`src/source/apu_pkg.sv`:
```
`default_nettype none

package apu_pkg;

	// ------------------------------------------------------------
	// channel count and widths
	// ------------------------------------------------------------
	localparam int NUM_CHANNELS = 4;
	localparam int CHAN_SEL_W   = $clog2(NUM_CHANNELS);

	typedef logic [CHAN_SEL_W-1:0] chan_sel_t;
	typedef logic [3:0]            sample_t;    // one channel sample, 0 to 15.
	typedef logic [8:0]            mix_t;       // up to 4 * 15 * 8 = 480.

	// write-only and unmapped offsets read back as all ones.
	localparam logic [7:0] READ_UNMAPPED = 8'hFF;

	// ------------------------------------------------------------
	// register map
	// ------------------------------------------------------------
	// channel n, field f sits at 0x10 + 4*n + f.
	typedef enum logic [5:0] {
		REG_CH_FIRST = 6'h10,
		REG_CH_LAST  = 6'h1F,
		REG_NR50     = 6'h24,    // master volume.
		REG_NR51     = 6'h25,    // panning.
		REG_NR52     = 6'h26     // power and status.
	} apu_reg_e;

	// low two address bits inside a channel block.
	typedef enum logic [1:0] {
		FLD_LENGTH  = 2'd0,
		FLD_VOLUME  = 2'd1,
		FLD_PERIOD  = 2'd2,
		FLD_CONTROL = 2'd3
	} chan_field_e;

endpackage

`default_nettype wire

```
`src/source/chan_ctrl_if.sv`:
```
`timescale 1ns/1ps
`default_nettype none

// Register writes and timing strobes fanned out from the control block to every
// tone channel. Each channel picks out its own writes by comparing sel.
interface chan_ctrl_if
	import apu_pkg::*;
();

	logic        wr;             // one-cycle write strobe, already power gated.
	chan_sel_t   sel;
	chan_field_e field;
	logic [7:0]  wdata;
	logic        tick_1mhz;      // one cycle in four.
	logic        length_tick;    // forwarded 128 Hz strobe.
	logic        power;

	modport ctrl (
		output wr, sel, field, wdata,
		output tick_1mhz, length_tick, power
	);

	modport chan (
		input wr, sel, field, wdata,
		input tick_1mhz, length_tick, power
	);

endinterface

`default_nettype wire

```
`src/source/apu_control.sv`:
```
`timescale 1ns/1ps
`default_nettype none

module apu_control
	import apu_pkg::*;
(
	input  logic                    apuv_4mhz,
	input  logic                    rst_n,
	input  logic                    wr,
	input  logic                    rd,
	input  logic [5:0]              addr,
	input  logic [7:0]              wdata,
	input  logic                    length_tick,
	input  logic [NUM_CHANNELS-1:0] active,
	output logic [7:0]              rdata,
	output logic                    rdata_valid,
	output logic [7:0]              nr50,
	output logic [7:0]              nr51,
	chan_ctrl_if.ctrl               chans
);

	logic       power;
	logic [1:0] div;
	logic       tick_2mhz;
	logic       nr52_wr;
	logic       power_off_wr;
	logic       reg_wr;
	logic       ch_hit;
	logic [7:0] rd_mux;

	// ------------------------------------------------------------
	// power and clock enables
	// ------------------------------------------------------------
	assign nr52_wr      = wr && (addr == REG_NR52);
	assign power_off_wr = nr52_wr && !wdata[7];

	always_ff @(posedge apuv_4mhz or negedge rst_n) begin
		if (!rst_n) begin
			power <= 1'b0;
		end else if (nr52_wr) begin
			power <= wdata[7];    // only bit 7 of NR52 is writable.
		end
	end

	// the divider is held while the unit is off so the enables restart in phase.
	always_ff @(posedge apuv_4mhz or negedge rst_n) begin
		if (!rst_n) begin
			div <= 2'd0;
		end else if (!power) begin
			div <= 2'd0;
		end else begin
			div <= div + 2'd1;
		end
	end

	assign tick_2mhz = power && div[0];
	assign chans.tick_1mhz   = tick_2mhz && div[1];
	assign chans.length_tick = length_tick;
	// channels clear at the same edge that turns power off.
	assign chans.power       = power && !power_off_wr;

	// ------------------------------------------------------------
	// register writes
	// ------------------------------------------------------------
	assign reg_wr = wr && power;    // everything except NR52 needs power.

	always_ff @(posedge apuv_4mhz or negedge rst_n) begin
		if (!rst_n) begin
			nr50 <= 8'h00;
			nr51 <= 8'h00;
		end else if (power_off_wr) begin
			nr50 <= 8'h00;
			nr51 <= 8'h00;
		end else if (reg_wr) begin
			if (addr == REG_NR50) nr50 <= wdata;
			if (addr == REG_NR51) nr51 <= wdata;
		end
	end

	// channel writes go out undecoded, each channel matches sel itself.
	assign ch_hit = (addr >= REG_CH_FIRST) && (addr <= REG_CH_LAST);

	assign chans.wr    = reg_wr && ch_hit;
	assign chans.sel   = chan_sel_t'(addr[3:2]);
	assign chans.field = chan_field_e'(addr[1:0]);
	assign chans.wdata = wdata;

	// ------------------------------------------------------------
	// register reads
	// ------------------------------------------------------------
	always_comb begin
		case (addr)
			REG_NR50: rd_mux = nr50;
			REG_NR51: rd_mux = nr51;
			REG_NR52: rd_mux = {power, 3'b111, active};
			default:  rd_mux = READ_UNMAPPED;
		endcase
	end

	always_ff @(posedge apuv_4mhz or negedge rst_n) begin
		if (!rst_n) begin
			rdata_valid <= 1'b0;
		end else begin
			rdata_valid <= rd;    // exactly one cycle behind the strobe.
		end
	end

	always_ff @(posedge apuv_4mhz) begin
		if (rd) begin
			rdata <= rd_mux;
		end
	end

endmodule

`default_nettype wire

```
`src/source/apu_mixer.sv`:
```
`timescale 1ns/1ps
`default_nettype none

module apu_mixer
	import apu_pkg::*;
(
	input  logic                     apuv_4mhz,
	input  logic                     rst_n,
	input  sample_t [NUM_CHANNELS-1:0] samples,
	input  logic [NUM_CHANNELS-1:0]  active,
	input  logic [7:0]               nr50,
	input  logic [7:0]               nr51,
	output mix_t                     left,
	output mix_t                     right
);

	mix_t sum_l;
	mix_t sum_r;
	mix_t gain_l;
	mix_t gain_r;

	// NR51 upper nibble routes channels to the left, lower nibble to the right.
	always_comb begin
		sum_l = '0;
		sum_r = '0;
		for (int n = 0; n < NUM_CHANNELS; n++) begin
			if (active[n] && nr51[4+n]) begin
				sum_l = sum_l + mix_t'(samples[n]);
			end
			if (active[n] && nr51[n]) begin
				sum_r = sum_r + mix_t'(samples[n]);
			end
		end
	end

	// master volume 0..7 scales by 1..8. The Vin bits are not used.
	assign gain_l = mix_t'(nr50[6:4]) + mix_t'(1);
	assign gain_r = mix_t'(nr50[2:0]) + mix_t'(1);

	always_ff @(posedge apuv_4mhz or negedge rst_n) begin
		if (!rst_n) begin
			left  <= '0;
			right <= '0;
		end else begin
			left  <= sum_l * gain_l;    // at most 60 * 8, fits in nine bits.
			right <= sum_r * gain_r;
		end
	end

endmodule

`default_nettype wire

```
`src/source/apu_top.sv`:
```
`timescale 1ns/1ps
`default_nettype none

module apu_top
	import apu_pkg::*;
(
	input  logic       apuv_4mhz,
	input  logic       rst_n,
	input  logic       wr,
	input  logic       rd,
	input  logic [5:0] addr,
	input  logic [7:0] wdata,
	input  logic       length_tick,
	output logic [7:0] rdata,
	output logic       rdata_valid,
	output mix_t       left,
	output mix_t       right
);

	chan_ctrl_if chans ();

	sample_t [NUM_CHANNELS-1:0] samples;
	logic [NUM_CHANNELS-1:0]    active;
	logic [7:0]                 nr50;
	logic [7:0]                 nr51;

	apu_control i_control (
		.apuv_4mhz   (apuv_4mhz),
		.rst_n       (rst_n),
		.wr          (wr),
		.rd          (rd),
		.addr        (addr),
		.wdata       (wdata),
		.length_tick (length_tick),
		.active      (active),
		.rdata       (rdata),
		.rdata_valid (rdata_valid),
		.nr50        (nr50),
		.nr51        (nr51),
		.chans       (chans)
	);

	// ------------------------------------------------------------
	// tone channels, all on the same write bus
	// ------------------------------------------------------------
	for (genvar i = 0; i < NUM_CHANNELS; i++) begin : g_chan
		tone_channel #(
			.CHAN_IDX (i)
		) i_chan (
			.apuv_4mhz (apuv_4mhz),
			.rst_n     (rst_n),
			.ctrl      (chans),
			.sample    (samples[i]),
			.active    (active[i])
		);
	end

	apu_mixer i_mixer (
		.apuv_4mhz (apuv_4mhz),
		.rst_n     (rst_n),
		.samples   (samples),
		.active    (active),
		.nr50      (nr50),
		.nr51      (nr51),
		.left      (left),
		.right     (right)
	);

endmodule

`default_nettype wire

```
`src/source/tone_channel.sv`:
```
`timescale 1ns/1ps
`default_nettype none

// One square-wave channel. The half period is (256 - period) ticks of the 1 MHz
// enable, so period 0 gives 256 us high and 256 us low.
module tone_channel
	import apu_pkg::*;
#(
	parameter int unsigned CHAN_IDX = 0
) (
	input  logic      apuv_4mhz,
	input  logic      rst_n,
	chan_ctrl_if.chan ctrl,
	output sample_t   sample,
	output logic      active
);

	logic       hit;
	logic       trigger;
	logic       vol_zero_wr;
	logic [3:0] volume;
	logic [7:0] period;
	logic       len_en;
	logic [6:0] len_cnt;
	logic       len_step;
	logic       len_expire;
	logic [8:0] div_cnt;
	logic [8:0] half_period;
	logic       phase;

	assign hit         = ctrl.wr && (ctrl.sel == chan_sel_t'(CHAN_IDX));
	assign trigger     = hit && (ctrl.field == FLD_CONTROL) && ctrl.wdata[7];
	assign vol_zero_wr = hit && (ctrl.field == FLD_VOLUME) && (ctrl.wdata[3:0] == 4'd0);
	assign half_period = 9'd256 - {1'b0, period};

	// ------------------------------------------------------------
	// channel registers
	// ------------------------------------------------------------
	always_ff @(posedge apuv_4mhz or negedge rst_n) begin
		if (!rst_n) begin
			volume <= 4'd0;
			period <= 8'd0;
			len_en <= 1'b0;
		end else if (!ctrl.power) begin
			volume <= 4'd0;
			period <= 8'd0;
			len_en <= 1'b0;
		end else if (hit) begin
			case (ctrl.field)
				FLD_VOLUME:  volume <= ctrl.wdata[3:0];
				FLD_PERIOD:  period <= ctrl.wdata;
				FLD_CONTROL: len_en <= ctrl.wdata[6];
				default:     ;    // the length field loads the counter below.
			endcase
		end
	end

	// ------------------------------------------------------------
	// length counter
	// ------------------------------------------------------------
	assign len_step   = len_en && ctrl.length_tick && (len_cnt != 7'd0);
	assign len_expire = len_step && (len_cnt == 7'd1);

	always_ff @(posedge apuv_4mhz or negedge rst_n) begin
		if (!rst_n) begin
			len_cnt <= 7'd0;
		end else if (!ctrl.power) begin
			len_cnt <= 7'd0;
		end else if (hit && (ctrl.field == FLD_LENGTH)) begin
			len_cnt <= 7'd64 - {1'b0, ctrl.wdata[5:0]};
		end else if (trigger && (len_cnt == 7'd0)) begin
			len_cnt <= 7'd64;    // an expired counter restarts at full length.
		end else if (len_step) begin
			len_cnt <= len_cnt - 7'd1;
		end
	end

	// a trigger only starts the channel if its volume is nonzero.
	always_ff @(posedge apuv_4mhz or negedge rst_n) begin
		if (!rst_n) begin
			active <= 1'b0;
		end else if (!ctrl.power || vol_zero_wr) begin
			active <= 1'b0;
		end else if (trigger) begin
			active <= (volume != 4'd0);
		end else if (len_expire) begin
			active <= 1'b0;
		end
	end

	// ------------------------------------------------------------
	// period divider and output
	// ------------------------------------------------------------
	always_ff @(posedge apuv_4mhz or negedge rst_n) begin
		if (!rst_n) begin
			div_cnt <= 9'd0;
			phase   <= 1'b0;
		end else if (!ctrl.power) begin
			div_cnt <= 9'd0;
			phase   <= 1'b0;
		end else if (trigger) begin
			div_cnt <= half_period;
			phase   <= 1'b1;    // every note starts on the high half.
		end else if (ctrl.tick_1mhz && active) begin
			if (div_cnt <= 9'd1) begin
				div_cnt <= half_period;
				phase   <= !phase;
			end else begin
				div_cnt <= div_cnt - 9'd1;
			end
		end
	end

	always_ff @(posedge apuv_4mhz or negedge rst_n) begin
		if (!rst_n) begin
			sample <= '0;
		end else begin
			sample <= (active && phase) ? volume : '0;
		end
	end

endmodule

`default_nettype wire
```
`config.mk`:
```
export PLATFORM = sky130hd
export DESIGN_NAME = apu_top
export DESIGN_NICKNAME = d
export VERILOG_FILES = /design/src/source/apu_pkg.sv /design/src/source/chan_ctrl_if.sv /design/src/source/apu_control.sv /design/src/source/apu_mixer.sv /design/src/source/apu_top.sv /design/src/source/tone_channel.sv
export SDC_FILE = /design/constraint.sdc
export NUM_CORES = 1
export LEC_CHECK = 0
export BUFFER_PORTS_ARGS = -buffer_cell sky130_fd_sc_hd__buf_2
export CORE_UTILIZATION = 60
export CTS_CLUSTER_DIAMETER = 120
export DETAILED_ROUTE_END_ITERATION = 16
export PLACE_DENSITY = 0.85
export SYNTH_ARGS = -nofsm -noshare
export SYNTH_HDL_FRONTEND = slang
export SYNTH_SLANG_ARGS = --single-unit
```
`constraint.sdc`:
```
create_clock -name apuv_4mhz -period 10.6 [get_ports apuv_4mhz]
set_clock_uncertainty 0.2 [all_clocks]
set_input_delay 2.12 -clock apuv_4mhz [delete_from_list [all_inputs] [get_ports apuv_4mhz]]
set_output_delay 2.12 -clock apuv_4mhz [all_outputs]
set_load 0.005 [all_outputs]
```
==> flow_summary.rst <==
.. list-table::
   :header-rows: 1

   * - Metric
     - Value
   * - Cts hold-fix bufs
     - 0
   * - Area inside the core boundary
     - 20300 um2
   * - Cell count after placement
     - 1703
   * - Critical path start-end classification
     - register to register
   * - Max clock buf depth
     - 2
   * - Final total negative setup slack
     - 0 ns
   * - Number of resized instances in the post-cts repair step
     - 0
   * - Number of maximum-capacitance violations
     - 0
   * - Synthesis-to-layout area growth
     - 7.62%
   * - Cell Pwr Density
     - 118 nW/um2
   * - Commonest non-fill, non-tap cell in the layout
     - sky130_fd_sc_hd__dfrtp_1
   * - Worst Hold Endpoint
     - i_control.div[0]$_DFF_PN0_
   * - Critical path data required time
     - 10.77 ns
   * - Arrival time of data at the critical path endpoint
     - 7.35 ns
   * - Number of distinct standard cells referenced by the synthesized netlist
     - 74
   * - Pin count of the biggest net entering global routing
     - 109
   * - Area of the mapped netlist
     - 12500 um2
   * - Finish-stage setup viols
     - 0
   * - Worst reg2reg setup slack
     - 3.42 ns
   * - Setup repair after global routing missed its margin
     - false
   * - Seq/Total Area, Yosys
     - 0.376
   * - Average wire per standard cell
     - 17.7 um
   * - Cell depth of the worst flop-to-flop path
     - 29
   * - CTS tree
     - yes
   * - Mux cell area share after synthesis
     - 0.0405
   * - Count of H-tree levels built during CTS
     - 4
   * - Fraction of the mapped netlist area in compound gates
     - 0.169
   * - Last weighted congestion value of the routability-driven placer
     - 0.885
   * - FP Rows
     - 52
   * - Via total after detailed routing
     - 10900
   * - Highest-delay cell along the critical path
     - sky130_fd_sc_hd__dfrtp_1
   * - Number of routed nets with antenna violations
     - 0
   * - Headroom to the max-slew limit
     - 0.118
   * - Final cell count without fillers
     - 1736
   * - Worst R2R End
     - i_mixer.right[8]$_DFF_PN0_
   * - Floorplan die height
     - 146 um
   * - Starting DRC count in detailed routing
     - 922
   * - Via-per-instance ratio
     - 6.27
   * - TritonCTS buffer count
     - 17
   * - Net count, final
     - 1567
   * - Launch point of the worst hold path
     - i_control.div[0]$_DFF_PN0_
   * - Global-route wire length before repair
     - 50400 um
   * - Simple-gate area share of the yosys netlist
     - 0.210
   * - Clock root cell
     - sky130_fd_sc_hd__clkbuf_16
   * - Sum of internal, switching and leakage power
     - 1.59 mW
   * - Net count after synthesis
     - 1557
   * - Number of design rule violations left after detail routing
     - 0
   * - GRT Util Overall
     - 0.294
   * - Max-slew violation total from the final report
     - 0
   * - Count of state elements after synthesis
     - 186
   * - Portion of the clock cycle consumed by the worst path in the final layout
     - 0.677
   * - Warnings from Yosys
     - 0
   * - Maximum cell stage delay along the critical path
     - 0.60 ns
   * - Share of the core filled with cells in the final layout
     - 0.662
   * - DRT Pass-1 Iters
     - 5
   * - Number of antenna violations at the first check in global routing
     - 2
   * - Insertion delay of the later-clocked pin in the worst-skew pair
     - 0.45 ns
   * - Fmax
     - 0.139 GHz
   * - CP Max Fanout
     - 16
   * - Clock transition at the register clock pins on the worst setup and hold paths after CTS
     - 0.07 ns
   * - Synthesized area per cell
     - 8.66 um2
   * - Horizontal die dimension
     - 146 um
   * - Hold Crit Depth
     - 1
   * - Filler instances
     - 1619
   * - Effective utilization at floorplan
     - 0.615
   * - Fraction of final layout cells sized beyond drive strength 1
     - 0.0840
   * - Number of failing hold endpoints at the final stage
     - 0
   * - LEAKAGE
     - 6.22 nW
   * - Final wirelength
     - 30800 um
   * - Result of the run
     - completed
   * - Worst Tran Pin Value
     - 1.31 ns
   * - Post-synth ARST share
     - 0.957
   * - Number of standard cells after synthesis
     - 1442
   * - Half-perimeter wire length after placement
     - 22000 um
   * - IR drop worst, VDD
     - 0.113 mV
   * - Number of synthesized flops with an enable pin
     - 8
   * - Xor-xnor portion of the synthesized cell area
     - 0.0484
   * - Shortest clock period the worst path allows after layout
     - 7.18 ns
   * - Commonest non-fill, non-tap cells in the layout
     - sky130_fd_sc_hd__dfrtp_1, sky130_fd_sc_hd__nor2_1, sky130_fd_sc_hd__nand2_1
   * - Port buffer count
     - 45
   * - Post-route worst hold slack
     - 0.264 ns
   * - HP Class
     - register to register
   * - Number of sinks on the clock net
     - 186
   * - Worst setup SP type
     - register
   * - Die footprint
     - 21400 um2
   * - Count of buffers added by post-CTS timing repair for setup
     - 0
   * - Total grt overflow
     - 0
   * - Ys flop type
     - sky130_fd_sc_hd__dfrtp_1
   * - Adder-Cell Fraction of Synth Area
     - 0.113
   * - Number of top-level design ports
     - 46
   * - Via count of the first global-routing pass
     - 10200
   * - Kind of end point of the critical path
     - register
   * - Reg-to-reg startpoint
     - g_chan[0].i_chan.active$_DFFE_PN0P_
   * - Dominant combinational cell family by area after synthesis
     - simple AND/OR/NAND/NOR gates
==> synth_stat cells (all sizes together) (9+ instances only) <==
cell,n,area share
a211oi,12,0.0072
clkbuf,42,0.013
nor2,174,0.053
dfrtp,178,0.36
xnor2,41,0.029
and2,9,0.0045
buf,18,0.0073
o211ai,9,0.0054
mux2,12,0.011
nor4,23,0.012
nand3,36,0.014
nor3,46,0.019
mux2i,37,0.030
nand4,13,0.0065
a31oi,15,0.0075
inv,76,0.023
fa,26,0.042
and3,30,0.015
or2,11,0.0055
nand2,146,0.044
nand2b,15,0.0075
xor2,28,0.020
o21ai,122,0.049
ha,70,0.070
a21oi,121,0.051
a21o,14,0.0084
a22oi,15,0.0090
==> stage by stage <==
stage	cell area (um2)	setup slack, ns
6_report	13400	3.42
5_1_grt	13400	2.90
3_3_place_gp	12900	3.77
3_5_place_dp	12900	3.46
4_1_cts	13400	3.45
2_1_floorplan	12500	4.24
==> state kept, by name (all words and copies together) (netlist names) <==
| name | count |
|---|---|
| g_chan.i_chan.active | 4 |
| g_chan.i_chan.len_cnt | 28 |
| i_control.nr51 | 8 |
| i_control.div | 2 |
| i_control.power | 1 |
| i_control.rdata_valid | 1 |
| g_chan.i_chan.div_cnt | 36 |
| i_mixer.left | 9 |
| g_chan.i_chan.len_en | 4 |
| g_chan.i_chan.sample | 16 |
| i_control.nr50 | 8 |
| g_chan.i_chan.volume | 16 |
| i_control.rdata | 8 |
| g_chan.i_chan.period | 32 |
| i_mixer.right | 9 |
| g_chan.i_chan.phase | 4 |
==> metal layers <==
layer	part of all wire	vias to the layer above	routed length, um	GRT usage
met1	0.42	5287	12900	0.379
met3	0.065	75	2010	0.0463
li1	-	5086	-	-
met2	0.49	443	15100	0.499
met5	0.00026	-	8	0
met4	0.027	2	845	0.111
==> worst max-delay path, delay by kind of cell, from the launching register on <==
family,cells,cell delay [ns]
and+or+nand+nor,8,1.53
adders and majority gates,7,2.65
DFF,1,0.60
buffers and inverters,3,0.19
xor gates and xnor gates,4,0.55
AOI/OAI and AO/OA,7,1.39
==> kinds of logic after synthesis <==
logic type / after synthesis
mux: 49
fa+ha+maj: 98
buf+inv: 136
simple gates: 548
flops: 186
xor+xnor: 69
compound gates: 356
==> final cells by class <==
cell class	instances	area (um2)	area share
clock inverters	15	155	0.0115
diodes	1	2.50	0.000186
flip-flops and latches	186	4690	0.349
repair buffers	51	277	0.0206
clock buffers	17	425	0.0317
inverters	76	285	0.0212
multi-input cells	1120	7260	0.540
well taps	270	338	0.0251
==> how the worst max path moves through the flow <==
stage,slack [ns],endpoint,from
4_1_cts,3.45,i_mixer.right[8]$_DFF_PN0_,g_chan[0].i_chan.active$_DFFE_PN0P_
3_3_place_gp,3.77,i_mixer.right[8]$_DFF_PN0_,g_chan[0].i_chan.active$_DFFE_PN0P_
6_report,3.42,i_mixer.right[8]$_DFF_PN0_,g_chan[0].i_chan.active$_DFFE_PN0P_
3_5_place_dp,3.46,i_mixer.right[8]$_DFF_PN0_,g_chan[0].i_chan.active$_DFFE_PN0P_
5_1_grt,2.90,i_mixer.right[8]$_DFF_PN0_,g_chan[0].i_chan.active$_DFFE_PN0P_
2_1_floorplan,4.24,i_mixer.right[8]$_DFF_PN0_,g_chan[0].i_chan.active$_DFFE_PN0P_
==> power by group <==
group          switching, mW  internal, mW
sequential            0.0226         0.732
clock                  0.300         0.332
combinational          0.131        0.0674
total                  0.454          1.13
(Power assumes the default switching activity.)
